## src/hw/core_mem_config.svh

```systemverilog
`ifndef CORE_MEM_CONFIG_SVH
`define CORE_MEM_CONFIG_SVH

// word width of both memories and the core
`define DATA_WIDTH 32

// word address width, same for instr and data memory
`define MEM_ADDR_WIDTH 10

// words per memory
`define MEM_DEPTH (1 << `MEM_ADDR_WIDTH)

`endif

```

## src/hw/core_mem_pkg.sv

```systemverilog
`include "core_mem_config.svh"

package core_mem_pkg;

  typedef logic [`DATA_WIDTH-1:0]     word_t;
  typedef logic [`DATA_WIDTH/8-1:0]   be_t;     // one bit per byte lane
  typedef logic [`MEM_ADDR_WIDTH-1:0] mem_addr_t;

  // opcode sits in instr[31:28], unknown codes run as NOP
  typedef enum logic [3:0] {
    NOP   = 4'd0,
    LOAD  = 4'd1,
    ADD   = 4'd2,
    STORE = 4'd3,
    JMP   = 4'd4,
    HALT  = 4'd15
  } opcode_t;

  // core sequencer
  typedef enum logic [2:0] {
    IDLE,
    FETCH,
    WAIT_INSTR,
    EXEC,
    WAIT_DATA,
    HALTED
  } core_state_t;

endpackage

```

## src/hw/mem_port_if.sv

```systemverilog
`timescale 1ns/10ps

interface mem_port_if import core_mem_pkg::*; ();

  logic      req;
  logic      gnt;     // same cycle as req
  logic      rvalid;  // one cycle after the accepted req
  mem_addr_t addr;
  logic      we;
  be_t       be;
  word_t     wdata;
  word_t     rdata;

  // core or external bus side
  modport requester (
    output req, addr, we, be, wdata,
    input  gnt, rvalid, rdata
  );

  // arbiter side facing a requester
  modport responder (
    input  req, addr, we, be, wdata,
    output gnt, rvalid, rdata
  );

  // memory macro view, req acts as enable
  modport ram (
    input  req, addr, we, be, wdata,
    output rdata
  );

endinterface

```

## src/hw/core.sv

```systemverilog
`timescale 1ns/10ps
`include "core_mem_config.svh"

module core import core_mem_pkg::*; (
  input  logic clk,
  input  logic arst_n_i,
  input  logic core_en_i,
  mem_port_if.requester instr,
  mem_port_if.requester data,
  output logic halted_o
);

  core_state_t state_q;
  core_state_t state_d;
  logic        en_q;
  mem_addr_t   pc_q;
  word_t       ir_q;
  word_t       acc_q;
  opcode_t     op;
  mem_addr_t   operand;
  logic        mem_op;  // LOAD, ADD or STORE

  assign op      = opcode_t'(ir_q[31:28]);
  assign operand = ir_q[`MEM_ADDR_WIDTH-1:0];
  assign mem_op  = (op == LOAD) || (op == ADD) || (op == STORE);

  // instruction side, read only
  assign instr.req   = (state_q == FETCH);
  assign instr.addr  = pc_q;
  assign instr.we    = 1'b0;
  assign instr.be    = '0;
  assign instr.wdata = '0;

  // data side, request held in EXEC until granted
  assign data.req   = (state_q == EXEC) && mem_op;
  assign data.addr  = operand;
  assign data.we    = (op == STORE);
  assign data.be    = '1;
  assign data.wdata = acc_q;

  assign halted_o = (state_q == HALTED);

  always_comb begin
    state_d = state_q;
    case (state_q)
      IDLE: begin
        if (en_q) state_d = FETCH;
      end
      FETCH: begin
        if (instr.gnt) state_d = WAIT_INSTR;
      end
      WAIT_INSTR: begin
        if (instr.rvalid) state_d = EXEC;
      end
      EXEC: begin
        if (op == HALT) begin
          state_d = HALTED;
        end else if (mem_op) begin
          if (data.gnt) state_d = WAIT_DATA;
        end else begin
          state_d = en_q ? FETCH : IDLE;
        end
      end
      WAIT_DATA: begin
        if (data.rvalid) state_d = en_q ? FETCH : IDLE;
      end
      HALTED: state_d = HALTED;  // only reset leaves
      default: state_d = IDLE;
    endcase
  end

  always_ff @(posedge clk or negedge arst_n_i) begin
    if (!arst_n_i) begin
      state_q <= IDLE;
      en_q    <= 1'b0;
      pc_q    <= '0;
      acc_q   <= '0;
    end else begin
      state_q <= state_d;
      en_q    <= core_en_i;
      if (state_q == EXEC) begin
        case (op)
          JMP:               pc_q <= operand;
          HALT, LOAD, ADD,
          STORE:             pc_q <= pc_q;  // halt keeps pc, mem ops step later
          default:           pc_q <= pc_q + 1'b1;
        endcase
      end
      if (state_q == WAIT_DATA && data.rvalid) begin
        pc_q <= pc_q + 1'b1;  // wraps at MEM_DEPTH
        if (op == LOAD) acc_q <= data.rdata;
        if (op == ADD)  acc_q <= acc_q + data.rdata;
      end
    end
  end

  // instruction register
  always_ff @(posedge clk) begin
    if (state_q == WAIT_INSTR && instr.rvalid) begin
      ir_q <= instr.rdata;
    end
  end

  no_instr_write_a : assert property (
    @(posedge clk) disable iff (!arst_n_i) !instr.we
  ) else $error("core: write on instruction port");

  // data responses only come back to an outstanding access
  data_rvalid_a : assert property (
    @(posedge clk) disable iff (!arst_n_i) data.rvalid |-> state_q == WAIT_DATA
  ) else $error("core: unexpected data rvalid");

endmodule

```

## src/flat_wrapper.sv

```systemverilog
// flat-port wrapper written by rule: the top's interface ports become plain ports
module core_flat import core_mem_pkg::*;
  (clk, arst_n_i, core_en_i, halted_o, instr_req, instr_addr, instr_we, instr_be, instr_wdata, instr_gnt, instr_rvalid, instr_rdata, data_req, data_addr, data_we, data_be, data_wdata, data_gnt, data_rvalid, data_rdata);
  mem_port_if instr_i ();
  mem_port_if data_i ();
  input  logic clk;
  input  logic arst_n_i;
  input  logic core_en_i;
  output logic halted_o;
  output wire logic [$bits(instr_i.req)-1:0] instr_req;
  output wire logic [$bits(instr_i.addr)-1:0] instr_addr;
  output wire logic [$bits(instr_i.we)-1:0] instr_we;
  output wire logic [$bits(instr_i.be)-1:0] instr_be;
  output wire logic [$bits(instr_i.wdata)-1:0] instr_wdata;
  input wire logic [$bits(instr_i.gnt)-1:0] instr_gnt;
  input wire logic [$bits(instr_i.rvalid)-1:0] instr_rvalid;
  input wire logic [$bits(instr_i.rdata)-1:0] instr_rdata;
  output wire logic [$bits(data_i.req)-1:0] data_req;
  output wire logic [$bits(data_i.addr)-1:0] data_addr;
  output wire logic [$bits(data_i.we)-1:0] data_we;
  output wire logic [$bits(data_i.be)-1:0] data_be;
  output wire logic [$bits(data_i.wdata)-1:0] data_wdata;
  input wire logic [$bits(data_i.gnt)-1:0] data_gnt;
  input wire logic [$bits(data_i.rvalid)-1:0] data_rvalid;
  input wire logic [$bits(data_i.rdata)-1:0] data_rdata;
  assign instr_req = instr_i.req;
  assign instr_addr = instr_i.addr;
  assign instr_we = instr_i.we;
  assign instr_be = instr_i.be;
  assign instr_wdata = instr_i.wdata;
  assign instr_i.gnt = instr_gnt;
  assign instr_i.rvalid = instr_rvalid;
  assign instr_i.rdata = instr_rdata;
  assign data_req = data_i.req;
  assign data_addr = data_i.addr;
  assign data_we = data_i.we;
  assign data_be = data_i.be;
  assign data_wdata = data_i.wdata;
  assign data_i.gnt = data_gnt;
  assign data_i.rvalid = data_rvalid;
  assign data_i.rdata = data_rdata;
  core u_core (.clk(clk), .arst_n_i(arst_n_i), .core_en_i(core_en_i), .instr(instr_i), .data(data_i), .halted_o(halted_o));
endmodule
```

## config.mk

```make
export PLATFORM = sky130hd
export DESIGN_NAME = core_flat
export DESIGN_NICKNAME = d
export VERILOG_FILES = /design/src/hw/core_mem_pkg.sv /design/src/hw/mem_port_if.sv /design/src/hw/core.sv /design/src/flat_wrapper.sv
export VERILOG_INCLUDE_DIRS = /design/src /design/src/hw
export SDC_FILE = /design/constraint.sdc
export NUM_CORES = 1
export LEC_CHECK = 0
export BUFFER_PORTS_ARGS = -buffer_cell sky130_fd_sc_hd__buf_2
export CAP_MARGIN = 5
export CORE_MARGIN = 2
export CORE_UTILIZATION = 56
export CTS_BUF_LIST = sky130_fd_sc_hd__clkbuf_16
export DETAILED_ROUTE_END_ITERATION = 6
export PLACE_DENSITY_LB_ADDON = 0.3
export SETUP_SLACK_MARGIN = 0.1
export SKIP_LAST_GASP = 1
export SYNTH_ARGS = -nofsm -noshare
export SYNTH_HDL_FRONTEND = slang
export SYNTH_SLANG_ARGS = --single-unit
```

## constraint.sdc

```tcl
create_clock -name clk -period 5.3 [get_ports clk]
set_clock_uncertainty 0.2 [all_clocks]
set_input_delay 0.265 -clock clk [delete_from_list [all_inputs] [get_ports clk]]
set_output_delay 0.265 -clock clk [all_outputs]
set_load 0.005 [all_outputs]
```

# Yosys cells after proc, flatten, opt, wreduce, memory -nomap -nowiden
# Cells that the tools add are included.
# word_totals
regBits	78
in_bits	71
out_inout_bits	97
elab_cells	49
# classes
add_sub_neg	2
n_eq_ne	16
n_mux	14
reduce_logical	12
# op_table
cell	count
32-bit two-way mux	2
32-bit adder	1
3-bit two-way mux	7
10-bit two-way mux	2
10-bit one-hot mux with 2 select lines	1
3-bit one-hot mux with 6 select lines	1
10-bit by 1-bit adder with 10-bit output, second input constant	1
4-bit by 2-bit equality test with 1-bit output, second input constant	2
3-bit by 2-bit equality test with 1-bit output, second input constant	2
3-bit equality test, second input constant	2
2-bit by 1-bit inequality test with 1-bit output, second input constant	3
5-bit AND reduction	1
4-bit by 1-bit equality test with 1-bit output, second input constant	1
4-bit by 3-bit equality test with 1-bit output, second input constant	1
4-bit equality test, second input constant	1
2-bit inequality test, second input constant	2
4-bit inequality test, second input constant	1
2-bit AND reduction	2
2-bit nonzero test	2
4-bit OR reduction	1
3-bit by 1-bit equality test with 1-bit output, second input constant	1
1-bit logical AND	3
3-bit zero test	1
1-bit logical OR	2
1-bit two-way mux	1

# Longest topological paths before layout
# depth
word_depth	6
mapped_depth	11
depth_no_buf	11

# Worst setup path before layout
# Ideal clock, no wire load.
# synth_path
path_kind	reg-to-reg
from	register u_core.acc_q[1] (netlist: u_core.data.wdata[1])
to	register u_core.acc_q[25] (netlist: u_core.data.wdata[25])
setup_ns	0.126
t_arrival_ns	2.689
t_required_ns	4.974
setup_slack_ns	2.285
stages_incl_launch_ff	11
path_buffers	0
synth_period_minus_slack_ns	3.015
cell_sequence	dfrtp_1 > ha_1 > a21oi_2 > nor2_1 > o311a_1 > o31a_1 > a211oi_2 > nor2_1 > a311o_1 > xor2_1 > a221o_1
# synth_between
elab_chain_cells	2
# synth_rtl
item	line	rtl
from (decl)	core.sv:18	word_t acc_q;
from (signal assigned)	core.sv:91	if (op == LOAD) acc_q <= data.rdata;
from (signal assigned)	core.sv:92	if (op == ADD) acc_q <= acc_q + data.rdata;
32-bit adder	core.sv:92	
32-bit two-way mux	core.sv:92	
# No other way between the ends.
# A chain may end at the register's enable or synchronous reset.

# Worst setup path in the final report
# layout_path
from	register u_core.acc_q[3] (netlist: u_core.data.wdata[3])
to	register u_core.acc_q[31] (netlist: u_core.data.wdata[31])
# The elaborated chain is that of the path after synthesis.

==> out/qor.yml <==
timing:
  min_period_ns: 3.392
  period_share: 0.6401
  hold_violations: 0
  tns_ns: 0
  relSlewSlack: 0.2365
  rsz0062_at_grt: "no"
  slew_viol_final: 0
  setup_viol: 0
  tightest_slew_ns: 1.139
  fmax_mhz: 294.8
flow_run:
  cap_violations: 0
yosys:
  syn_avg_cell_area_um2: 7.970
  yosysMostFrequentCell: "nand2_1"
  netlist_area_mm2: 0.004933
  synth_flop_cell: "dfrtp_1"
  synthCells: 619
  netlist.area_leader.share: 0.2333
  synth.top_cells.by_count: "nand2_1, a21oi_1, nor2_1"
  synth_cell_types: 57
  synth_top_cell_by_area: "dfrtp_1"
  synth_seq_cells: 60
  synth-async-reset-ratio: 0.7667
  ys_warn_count: 0
  seq_area_frac_synth: 0.3185
  synth_area_leaders: "dfrtp_1, edfxtp_1, ha_1, buf_4, a21oi_1"
  synth_edf_count: 14
die:
  placementRows: 34
  die_x_um: 97.86
  coreArea_mm2: 0.008636
  io_pins: 168
  die-area_mm2: 0.009577
  dieHeight_um: 97.86
  start_util: 0.5713
power:
  p_leak_nw: 2.947
  power_frac_comb: 0.416
  power_mw: 2.271
  swShare: 0.3944
  peakVddDrop_v: 0.0002042
  p_int_mw: 1.375
  clkPwrFrac: 0.264
  power.density_mw_per_mm2: 390.1
  power_switching_uw: 895.9
  pwr-share-seq: 0.320
cts:
  cts_tree: "built"
  cts.sinks: 60
  clkLatencyLatePin_ns: 0.34
  clock_path_buffers: 2
  htreeDepth: 3
  post-cts-setup-buffers: 0
  cts-resized-gates: 0
  cts_hold_buf: 22
  path_clk_slew_ns: 0.06
  clock-root-buffer: "clkbuf_16"
  cts_made_buffers: 9
worst_setup_path:
  r2r-start: "u_core.data.wdata[3]$_DFFE_PN0P_"
  worst_r2r_endpoint: "u_core.data.wdata[31]$_DFFE_PN0P_"
  crit_chain: "ha_1 -> a21oi_2 -> nor2b_1 -> or3_1 -> o311a_1 -> a311oi_1 -> o31ai_1 -> a21oi_1 -> a21oi_1 -> nand4b_1"
  crit_arrival_ns: 3.40
  slowest_stage: "a311oi_1"
  end_kind: "flop"
  worstSetupPathType: "reg -> reg"
  r2r_slack_ns: 1.91
  slowest_delay_ns: 0.58
  reg2regPathDepth: 10
  path_max_fanout: 5
  worstSetupStartpointType: "flop"
  critPathRequiredTime_ns: 5.30
  path_common_cell: "a21oi_1"
min_path:
  hold_class: "in -> reg"
  hp-start: "data_rdata[0]"
  holdPathStages: 3
  hold_path_end: "u_core.data.wdata[0]$_DFFE_PN0P_"
layout:
  num-nets-final: 824
  postLayoutCellArea_mm2: 0.005822
  syn2layout_area_growth_pct: 18.01
  layout-drive-gt1-share: 0.1890
place:
  io_buffer_count: 108
  hpwl_um: 9031
  place_area_mm2: 0.005299
  routabilityCongestion: 0.9558
routing:
  firstDrtPassIters: 5
  drtIter0Drc: 235
  routed_wl_um: 12630
  num_vias: 4799
  wl_per_cell_um: 15.15
  drc: 0
  via_per_inst: 5.754
  ant_nets: 0
global_routing:
  grt-ovfl-total: 0
  grt_max_degree: 50
  grt_pass1_vias: 4476
  grt_pass1_wl_um: 21110
  grtUsageTotal: 0.2654
  antenna_found_initial: 1
outcome:
  outcome: "complete, no violations"
## through the flow
stage | setup slack (ns) | hold slack (ns) | utilization | cells
after floorplan | 2.285 | -0.2306 | - | 658
after global placement | 2.078 | 0.1769 | 0.6136 | 795
after detailed placement | 2.060 | 0.1774 | 0.6136 | 795
after CTS | 2.006 | 0.002893 | 0.6739 | 833
after global routing | 1.725 | 0.02411 | 0.6742 | 834
final | 1.908 | 0.004344 | 0.6742 | 834
## cell usage in the layout, fill, tap and decap left out, types with 3 or more instances in the layout
cell type / n
a21o_1: 18
a21oi_1: 72
a31oi_1: 13
and2_1: 4
and3_1: 11
buf_2: 108
buf_4: 4
clkbuf_16: 9
clkinv_4: 3
conb_1: 41
dfrtp_1: 46
dlygate4sd3_1: 22
edfxtp_1: 14
ha_1: 32
inv_1: 7
mux2i_1: 3
nand2_1: 76
nand2b_1: 3
nand3_1: 25
nand3b_1: 3
nand4_1: 5
nand4b_1: 3
nor2_1: 53
nor2b_1: 8
nor3_1: 12
nor3b_1: 3
nor4_1: 3
o21a_1: 3
o21ai_0: 46
o21bai_1: 4
o22ai_1: 3
o31ai_1: 3
or3_1: 3
xnor2_1: 18
xor2_1: 8
## per-layer routing
metal / vias up / part of all wire / GRT usage
li1: 2338 / - / -
met1: 2246 / 0.42 / 0.3374
met2: 186 / 0.49 / 0.4499
met3: 29 / 0.061 / 0.05369
met4: 0 / 0.024 / 0.09295
met5: - / 0 / 0
## worst max-delay path by stage
stage,startpoint,end,slack [ns],cells past startpoint
3_5_place_dp,u_core.data.wdata[3]$_DFFE_PN0P_,u_core.data.wdata[31]$_DFFE_PN0P_,2.06,10
3_3_place_gp,data_rdata[0],u_core.data.wdata[26]$_DFFE_PN0P_,2.08,12
5_1_grt,u_core.data.wdata[0]$_DFFE_PN0P_,u_core.data.wdata[26]$_DFFE_PN0P_,1.72,11
6_report,u_core.data.wdata[3]$_DFFE_PN0P_,u_core.data.wdata[31]$_DFFE_PN0P_,1.91,10
4_1_cts,data_rdata[16],u_core.data.wdata[26]$_DFFE_PN0P_,2.01,11
2_1_floorplan,u_core.data.wdata[1]$_DFFE_PN0P_,u_core.data.wdata[25]$_DFFE_PN0P_,2.29,10
## state kept, by name (all words and copies together) (netlist names)
signal / cells
u_core.ir_q: 14
u_core.instr.addr: 10
u_core.data.wdata: 32
u_core.state_q: 3
u_core.en_q: 1
## worst max-delay path, delay by kind of cell, from the launching register on
family / cells / cell delay, ns
fa+ha+maj: 1 / 0.36
flops: 1 / 0.40
compound gates: 6 / 1.69
simple gates: 3 / 0.60
## cell families after synthesis
group	after synthesis	share of synthesized area
buffers and inverters	90	0.1075
flip-flops	60	0.3185
multiplexers	3	0.006087
AO/OA/AOI/OAI	188	0.2308
XOR/XNOR	26	0.04616
other	2	0.001522
AND/OR/NAND/NOR	217	0.2042
adder cells (fa/ha/maj)	33	0.08521
## power by group through the flow
stage	Sequential (mW)	Clock, mW	Combinational (mW)
2_1_floorplan	0.693	0	0.698
4_1_cts	0.722	0.606	0.935
5_1_grt	0.746	0.624	1.06
6_report	0.726	0.600	0.945
3_3_place_gp	0.721	0	0.890
3_5_place_dp	0.730	0	0.916
## layout make-up
| type | count | area [um^2] |
|---|---|---|
| Multi-Input combinational cell | 508 | 2995 |
| Fill cell | 740 | 2814 |
| Sequential cell | 60 | 1572 |
| Timing Repair Buffer | 134 | 790.8 |
| Clock buffer | 9 | 225.2 |
| Tap cell | 108 | 135.1 |
| Clock inverter | 7 | 75.07 |
| Inverter | 7 | 26.28 |
| Antenna cell | 1 | 2.502 |
No activity file was read; power rests on OpenSTA's default activity.
