==> src/hw/core_mem_config.svh <==
`ifndef CORE_MEM_CONFIG_SVH
`define CORE_MEM_CONFIG_SVH

// word width of both memories and the core
`define DATA_WIDTH 32

// word address width, same for instr and data memory
`define MEM_ADDR_WIDTH 10

// words per memory
`define MEM_DEPTH (1 << `MEM_ADDR_WIDTH)

`endif

==> src/hw/core_mem_pkg.sv <==
`include "core_mem_config.svh"

package core_mem_pkg;

  typedef logic [`DATA_WIDTH-1:0]     word_t;
  typedef logic [`DATA_WIDTH/8-1:0]   be_t;     // one bit per byte lane
  typedef logic [`MEM_ADDR_WIDTH-1:0] mem_addr_t;

  // opcode sits in instr[31:28], unknown codes run as NOP
  typedef enum logic [3:0] {
    NOP   = 4'd0,
    LOAD  = 4'd1,
    ADD   = 4'd2,
    STORE = 4'd3,
    JMP   = 4'd4,
    HALT  = 4'd15
  } opcode_t;

  // core sequencer
  typedef enum logic [2:0] {
    IDLE,
    FETCH,
    WAIT_INSTR,
    EXEC,
    WAIT_DATA,
    HALTED
  } core_state_t;

endpackage

==> src/hw/mem_port_if.sv <==
`timescale 1ns/10ps

interface mem_port_if import core_mem_pkg::*; ();

  logic      req;
  logic      gnt;     // same cycle as req
  logic      rvalid;  // one cycle after the accepted req
  mem_addr_t addr;
  logic      we;
  be_t       be;
  word_t     wdata;
  word_t     rdata;

  // core or external bus side
  modport requester (
    output req, addr, we, be, wdata,
    input  gnt, rvalid, rdata
  );

  // arbiter side facing a requester
  modport responder (
    input  req, addr, we, be, wdata,
    output gnt, rvalid, rdata
  );

  // memory macro view, req acts as enable
  modport ram (
    input  req, addr, we, be, wdata,
    output rdata
  );

endinterface

==> src/hw/ram_mux.sv <==
`timescale 1ns/10ps

module ram_mux (
  input logic clk,
  input logic arst_n_i,
  mem_port_if.responder port0,  // external bus, always wins
  mem_port_if.responder port1,  // core
  mem_port_if.requester ram
);

  logic port1_sel;
  logic gnt0_q;  // port 0 owned the RAM last cycle
  logic gnt1_q;

  // fixed priority, port 1 only gets the RAM when port 0 is quiet
  assign port1_sel = ~port0.req;

  assign port0.gnt = port0.req;
  assign port1.gnt = port1.req & port1_sel;

  // forward the winner
  assign ram.req   = port0.req | port1.req;
  assign ram.addr  = port1_sel ? port1.addr  : port0.addr;
  assign ram.we    = port1_sel ? port1.we    : port0.we;
  assign ram.be    = port1_sel ? port1.be    : port0.be;
  assign ram.wdata = port1_sel ? port1.wdata : port0.wdata;

  always_ff @(posedge clk or negedge arst_n_i) begin
    if (!arst_n_i) begin
      gnt0_q <= 1'b0;
      gnt1_q <= 1'b0;
    end else begin
      gnt0_q <= port0.gnt;
      gnt1_q <= port1.gnt;
    end
  end

  // RAM read data lines up with the registered grant
  assign port0.rvalid = gnt0_q;
  assign port1.rvalid = gnt1_q;
  assign port0.rdata  = gnt0_q ? ram.rdata : '0;
  assign port1.rdata  = gnt1_q ? ram.rdata : '0;

  one_gnt_a : assert property (
    @(posedge clk) disable iff (!arst_n_i) !(port0.gnt && port1.gnt)
  ) else $error("ram_mux: both ports granted");

  port0_rvalid_a : assert property (
    @(posedge clk) disable iff (!arst_n_i) port0.rvalid == $past(port0.gnt)
  ) else $error("ram_mux: port0 rvalid not one cycle after gnt");

  port1_rvalid_a : assert property (
    @(posedge clk) disable iff (!arst_n_i) port1.rvalid == $past(port1.gnt)
  ) else $error("ram_mux: port1 rvalid not one cycle after gnt");

endmodule

==> src/flat_wrapper.sv <==
// flat-port wrapper written by rule: the top's interface ports become plain ports
module ram_mux_flat 
  (clk, arst_n_i, port0_req, port0_addr, port0_we, port0_be, port0_wdata, port0_gnt, port0_rvalid, port0_rdata, port1_req, port1_addr, port1_we, port1_be, port1_wdata, port1_gnt, port1_rvalid, port1_rdata, ram_req, ram_addr, ram_we, ram_be, ram_wdata, ram_gnt, ram_rvalid, ram_rdata);
  mem_port_if port0_i ();
  mem_port_if port1_i ();
  mem_port_if ram_i ();
  input logic clk;
  input logic arst_n_i;
  input wire logic [$bits(port0_i.req)-1:0] port0_req;
  input wire logic [$bits(port0_i.addr)-1:0] port0_addr;
  input wire logic [$bits(port0_i.we)-1:0] port0_we;
  input wire logic [$bits(port0_i.be)-1:0] port0_be;
  input wire logic [$bits(port0_i.wdata)-1:0] port0_wdata;
  output wire logic [$bits(port0_i.gnt)-1:0] port0_gnt;
  output wire logic [$bits(port0_i.rvalid)-1:0] port0_rvalid;
  output wire logic [$bits(port0_i.rdata)-1:0] port0_rdata;
  input wire logic [$bits(port1_i.req)-1:0] port1_req;
  input wire logic [$bits(port1_i.addr)-1:0] port1_addr;
  input wire logic [$bits(port1_i.we)-1:0] port1_we;
  input wire logic [$bits(port1_i.be)-1:0] port1_be;
  input wire logic [$bits(port1_i.wdata)-1:0] port1_wdata;
  output wire logic [$bits(port1_i.gnt)-1:0] port1_gnt;
  output wire logic [$bits(port1_i.rvalid)-1:0] port1_rvalid;
  output wire logic [$bits(port1_i.rdata)-1:0] port1_rdata;
  output wire logic [$bits(ram_i.req)-1:0] ram_req;
  output wire logic [$bits(ram_i.addr)-1:0] ram_addr;
  output wire logic [$bits(ram_i.we)-1:0] ram_we;
  output wire logic [$bits(ram_i.be)-1:0] ram_be;
  output wire logic [$bits(ram_i.wdata)-1:0] ram_wdata;
  input wire logic [$bits(ram_i.gnt)-1:0] ram_gnt;
  input wire logic [$bits(ram_i.rvalid)-1:0] ram_rvalid;
  input wire logic [$bits(ram_i.rdata)-1:0] ram_rdata;
  assign port0_i.req = port0_req;
  assign port0_i.addr = port0_addr;
  assign port0_i.we = port0_we;
  assign port0_i.be = port0_be;
  assign port0_i.wdata = port0_wdata;
  assign port0_gnt = port0_i.gnt;
  assign port0_rvalid = port0_i.rvalid;
  assign port0_rdata = port0_i.rdata;
  assign port1_i.req = port1_req;
  assign port1_i.addr = port1_addr;
  assign port1_i.we = port1_we;
  assign port1_i.be = port1_be;
  assign port1_i.wdata = port1_wdata;
  assign port1_gnt = port1_i.gnt;
  assign port1_rvalid = port1_i.rvalid;
  assign port1_rdata = port1_i.rdata;
  assign ram_req = ram_i.req;
  assign ram_addr = ram_i.addr;
  assign ram_we = ram_i.we;
  assign ram_be = ram_i.be;
  assign ram_wdata = ram_i.wdata;
  assign ram_i.gnt = ram_gnt;
  assign ram_i.rvalid = ram_rvalid;
  assign ram_i.rdata = ram_rdata;
  ram_mux u_core (.clk(clk), .arst_n_i(arst_n_i), .port0(port0_i), .port1(port1_i), .ram(ram_i));
endmodule
==> config.mk <==
export PLATFORM = sky130hd
export DESIGN_NAME = ram_mux_flat
export DESIGN_NICKNAME = d
export VERILOG_FILES = /design/src/hw/core_mem_pkg.sv /design/src/hw/mem_port_if.sv /design/src/hw/ram_mux.sv /design/src/flat_wrapper.sv
export VERILOG_INCLUDE_DIRS = /design/src /design/src/hw
export SDC_FILE = /design/constraint.sdc
export NUM_CORES = 1
export LEC_CHECK = 0
export BUFFER_PORTS_ARGS = -buffer_cell sky130_fd_sc_hd__buf_2
export CORE_AREA = 10 10 88 90
export DETAILED_ROUTE_END_ITERATION = 10
export DIE_AREA = 0 0 98 100
export PLACE_DENSITY = 0.67
export SLEW_MARGIN = 20
export SYNTH_ARGS = -nofsm -noshare
export SYNTH_HDL_FRONTEND = slang
export SYNTH_SLANG_ARGS = --single-unit
==> constraint.sdc <==
create_clock -name clk -period 1.1 [get_ports clk]
set_clock_uncertainty 0.05 [all_clocks]
set_input_delay 0.11 -clock clk [delete_from_list [all_inputs] [get_ports clk]]
set_output_delay 0.11 -clock clk [all_outputs]
set_load 0.005 [all_outputs]
# Word-level counts from Yosys, hierarchy flattened
# Cells that the tools add are included.
dict set report totals {
  mem_count 0
  inputBits 132
  latchBits 0
  mem_bits_ro 0
  ramBits 0
  word_cells 11
  out_inout_bits 116
  register_bits 2
}
dict set report classes {
  magnitude_cmp 0
  n_eq_ne 0
  div_mod_pow 0
  shifts 0
  n_addsub 0
  n_reduce_logical 0
  mux 6
  n_bitwise 3
  multipliers 0
}
# op n
set ops {}
lappend ops {{32-bit 2-to-1 mux} 3}
lappend ops {{10-bit 2-to-1 mux} 1}
lappend ops {{4-bit 2-to-1 mux} 1}
lappend ops {{1-bit bitwise AND} 1}
lappend ops {{1-bit 2-to-1 mux} 1}
lappend ops {{1-bit NOT} 1}
lappend ops {{1-bit OR} 1}

# Longest topological paths before layout
# Gate-level depths: netlist of the first run.
dict set report depth {
  depth_word 2
  mapped_depth 3
}

# Worst setup path before layout of the first run
# Ideal clock, no wire load.
dict set report synth_path {
  path_kind {reg-to-output}
  start {register u_core.gnt1_q, in the netlist u_core.port1.rvalid}
  end {output port1_rdata[31]}
  path_stages_with_launch 3
  setup_slack_ns 0.191
  arrival_ns 0.749
  path_cell_list {dfrtp_1 clkbuf_1 and2_1}
}
dict set report synth_via {
  elab_chain_len 1
}
# element line_no
set synth_lines {}
lappend synth_lines {{from (decl)} ram_mux.sv:13} ;# logic gnt1_q;
lappend synth_lines {{from (signal assigned)} ram_mux.sv:34} ;# gnt1_q <= port1.gnt;
lappend synth_lines {{32-bit 2-to-1 mux} ram_mux.sv:42} ;# assign port1.rdata = gnt1_q ? ram.rdata : '0;
lappend synth_lines {{to (decl)} flat_wrapper.sv:24} ;# output wire logic [$bits(port1_i.rdata)-1:0] port1_rdata;
# No other way between the ends.

# Worst setup path in the final report of the first run
dict set report layout_path {
  start {register u_core.gnt1_q, in the netlist u_core.port1.rvalid}
  end {output port1_rdata[4]}
}
# Same word-level chain as after synthesis.

==> results of run 1 <==
power breakdown:
group / leakage [nW] / switching, mW / internal [mW]
logic: 1.50 / 0.341 / 0.562
registers: 0.0245 / 0.00291 / 0.0780
clock network: 0.0216 / 0.0537 / 0.231
total: 1.55 / 0.398 / 0.871
Yosys cell counts:
master	instances	share of area
and2_1	64	0.36
buf_4	4	0.027
buf_6	2	0.021
clkbuf_1	6	0.021
dfrtp_1	2	0.046
mux2_2	39	0.40
mux2_4	8	0.11
nor2b_1	1	0.0057
or2_1	1	0.0057
worst paths after layout:
path,start,to
min in group asynchronous,arst_n_i,u_core.port0.rvalid$_DFF_PN0_
min,port1_req,u_core.port1.rvalid$_DFF_PN0_
max,u_core.port1.rvalid$_DFF_PN0_,port1_rdata[4]
max in group asynchronous,arst_n_i,u_core.port1.rvalid$_DFF_PN0_
metal layers:
metal / track usage / up-vias
li1: - / 907
met1: 0.132 / 796
met2: 0.257 / 146
met3: 0.0790 / 0
met4: 0.0101 / 0
met5: 0 / -
registers in the layout, summed over array words and instances (netlist names):
register	count
u_core.port0.rvalid	1
u_core.port1.rvalid	1
area by class of cell:
type                    instances  area share
clock buffers                   3      0.0162
multi-input cells             113       0.384
flip-flops and latches          2      0.0197
well taps                      77      0.0378
repair buffers                252       0.543
what timing repair did:
| action | 4_1_cts | 5_1_grt |
|---|---|---|
| cloned | 1 | 1 |
| hold endpoints to repair | 2 | 0 |
| gates resized for setup | 2 | 4 |
| endpoints found under the setup margin | 70 | 72 |
| hold buffers | 1 | 0 |
stage by stage:
step	area, um^2	worst slack, ns	setup TNS (ns)
after CTS	2510	-0.117	-6.09
after floorplan	1100	0.191	0
after global routing	2550	-0.139	-7.50
after global placement	2420	0.00580	0
after detailed placement	2420	-0.00742	-0.00913
final	2550	-0.103	-5.20
worst max-delay path: stages, from the launching register on:
cell and delay (ns):
dfrtp_1 0.38, buf_12 0.16, and2_1 0.15, buf_2 0.13
kinds of logic (layout without fill, tap and decap cells):
kind of cell	Yosys count	count (layout)	synth area share
buffers and inverters	12	255	0.0684
flip-flops	2	2	0.0456
multiplexers	47	47	0.510
AND/OR/NAND/NOR	66	66	0.376
==> impl_metrics.ini, run 1 <==
[clock_network]
cts_inserted_buffers = 3
htree_num_levels = 1
cts_tree = built
path_clk_slew_ns = 0.03
cts_setup_buffers = 0
clockRootBuffer = clkbuf_8
cts.sinks = 2
cts_buffer_depth = 2

[routing]
drt_iter0_drc = 16
routed-wl-met2_um = 3860
routed-wl-met3_um = 1070
drtAntennaViolNets = 0
routed-via-count = 1849
wl_per_cell_um = 17.0
top_layer = met3
wl_um = 7580
drcViolationCount = 0
viasPerCell = 4.14
wl_met1_um = 2650
first_pass_iters = 4

[layout]
diodes = 0
nets = 504
layout_common_cells = buf_2 (243), and2_1 (62), mux2_2 (39)
num-fill-cells = 633
ff_latch_area_um2 = 50.0
multi_input_area_um2 = 977
final_core_util = 0.415
drive_gt1_frac = 0.819
stdcell_count = 447
syn2layout_area_growth_pct = 132
layout_commonest_cell = buf_2

[min_path]
hold_depth = 2
worstHoldPathType = primary input to flop

[timing]
hold_viol = 0
fmax_ghz = 0.832
layout_setup_ws_ns = -0.103
min_period_over_period = 1.09
setup_violations = 64
fin_hold_ws_ns = 0.137
rsz0062_at_grt = yes
final-max-slew-violation-count = 0
slew_headroom = 0.896
min_period_ns = 1.20
tightestPinTransition_ns = 0.156

[yosys]
synthesis.nets = 259
yosysUniqueCellTypes = 9
ys_warn_count = 0
ys_seq_elements = 2
avgSynthCellArea_um2 = 8.64
ys_seq_area_frac = 0.0456
syn-cell-area_um2 = 1100
syn_inst = 127

[global_routing]
antenna_found_initial = 0
grt_pass1_wl_um = 11200
grtUsageTotal = 0.137
grt_pass1_vias = 2022
grt_max_degree = 34
grt.overflow.total = 0

[setup_path]
cp-end-kind = output port
start_kind = flop
cp_data_arrival_time_ns = 1.04
critPathKind = flop to output port
cp_max_fo = 33
cp_data_required_time_ns = 0.94

[run_status]
status = complete, but fails checks
violations = negative setup slack

[placement]
dp.cells = 441
dp_hpwl_um = 6800
gp_congestion = 0.714
io_buffers = 245

[job]
maxCapViolCount = 0

[floorplanning]
die-area_um2 = 9800
rows = 29
initial_core_util = 0.179
fp.dieH_um = 100
die_x_um = 98
core_um2 = 6130
ios = 248

[pwr]
power_mw = 1.27
leakage_nw = 1.55
ir_drop_v = 0.000254
powerDensity_nw_per_um2 = 498
No activity file was read; power rests on OpenSTA's default activity.
==> inputs of run 2 (changes only) <==
ABC_CLOCK_PERIOD_IN_PS = 1100   (was default)
PLACE_DENSITY = 0.73   (was 0.67)
==> run 2 against run 1 <==
- maximum frequency increased by 0.52%
- non-clock buffer count unchanged
- utilization grew 0.43 points
- critical endpoint is now port1_rdata[22]
- cell count did not move
- hold slack worse by 0.0099 ns
- critical path depth did not move
- design area is 1.0% higher
- sequential power barely moved
- sequential share of layout area is essentially flat
- sequential cell count unchanged
- the flow still finishes with violations (negative setup slack)
- clock-buffer cell count unchanged
==> impl_metrics.ini, run 2 (same netlist as run 1, synthesis figures left out) <==
[run_status]
status = complete, but fails checks
violations = negative setup slack

[timing]
tightestPinTransition_ns = 0.122
layout_setup_ws_ns = -0.0963
min_period_over_period = 1.09
setup_violations = 64
fin_hold_ws_ns = 0.128
hold_viol = 0
rsz0062_at_grt = yes
fmax_ghz = 0.836
slew_headroom = 0.919
final-max-slew-violation-count = 0
min_period_ns = 1.20

[clock_network]
cts.sinks = 2
cts_tree = built
cts_setup_buffers = 0
cts_buffer_depth = 2
cts_inserted_buffers = 3
clockRootBuffer = clkbuf_8
htree_num_levels = 1
path_clk_slew_ns = 0.03

[min_path]
worstHoldPathType = primary input to flop
hold_depth = 2

[floorplanning]
ios = 248
rows = 29
core_um2 = 6130
initial_core_util = 0.179
die-area_um2 = 9800
fp.dieH_um = 100
die_x_um = 98

[pwr]
powerDensity_nw_per_um2 = 493
leakage_nw = 1.56
power_mw = 1.27
ir_drop_v = 0.000251

[layout]
ff_latch_area_um2 = 50.0
multi_input_area_um2 = 985
syn2layout_area_growth_pct = 134
num-fill-cells = 614
drive_gt1_frac = 0.827
fin_area_um2 = 2570
diodes = 0
layout_commonest_cell = buf_2
layout_common_cells = buf_2 (240), and2_1 (59), mux2_2 (39)
nets = 504

[routing]
routed-via-count = 1803
drcViolationCount = 0
viasPerCell = 4.03
drt_iter0_drc = 18
drtAntennaViolNets = 0
wl_um = 7010
wl_per_cell_um = 15.7
first_pass_iters = 4

[global_routing]
grt_pass1_wl_um = 10200
grt.overflow.total = 0
grt_max_degree = 34
grt_pass1_vias = 1968
grtUsageTotal = 0.123
antenna_found_initial = 0

[placement]
dp_worst_setup_slack_ns = -0.00141
io_buffers = 245
dp_hpwl_um = 6320
dpl-instance-area_um2 = 2420
gp_congestion = 0.902

[setup_path]
cp_data_arrival_time_ns = 1.04
start_kind = flop
critPathSlowestCell = dfrtp_1
crit_cells = 3
critPathKind = flop to output port
cp_cell_sequence = buf_12 -> and2_1 -> buf_2
cp_max_fo = 33
cp_data_required_time_ns = 0.94
crit_buf_inv = 2
crit_family = flip-flops
cp_slowest_stage_delay_ns = 0.38
cp-end-kind = output port

[job]
maxCapViolCount = 0
-- run 2: layer usage --
metal,GRT usage,vias to the layer above,wire length (um),share of wire
li1,-,905,-,-
met1,0.126,751,2510,0.36
met2,0.214,145,3400,0.49
met3,0.0728,2,1070,0.15
met4,0.0235,0,27,0.0039
met5,0,-,0,0
-- run 2: area by class of cell --
| type | instances | area share |
|---|---|---|
| clock buffer | 3 | 0.0161 |
| multi-input combinational | 113 | 0.383 |
| tap | 77 | 0.0375 |
| sequential | 2 | 0.0195 |
| timing repair buffer | 252 | 0.544 |
-- run 2: through the flow --
step	util	std cells	setup TNS, ns
CTS	0.410	446	-5.46
finish	0.420	447	-4.76
global placement	0.395	441	0
floorplan	-	127	0
global route	0.420	447	-7.45
detailed placement	0.395	441	-0.00175
-- run 2: what timing repair did --
item	CTS	global route
hold buffers	1	0
hold endpoints to repair	2	0
gates resized for setup	4	8
setup endpoints to repair	66	65
cloned	1	1
-- run 2: path summary, 6_finish.rpt --
path,slack [ns],startpoint,endpoint
min,0.13,port1_req,u_core.port1.rvalid$_DFF_PN0_
min in group asynchronous,0.20,arst_n_i,u_core.port1.rvalid$_DFF_PN0_
max,-0.1,u_core.port1.rvalid$_DFF_PN0_,port1_rdata[22]
max in group asynchronous,0.70,arst_n_i,u_core.port0.rvalid$_DFF_PN0_
-- run 2: where the power goes --
part	leakage [nW]	switching, mW	internal [mW]	total (mW)
combinational	1.51	0.334	0.572	0.906
clock	0.0216	0.0515	0.231	0.282
sequential	0.0245	0.00289	0.0780	0.0809
total	1.56	0.388	0.881	1.27
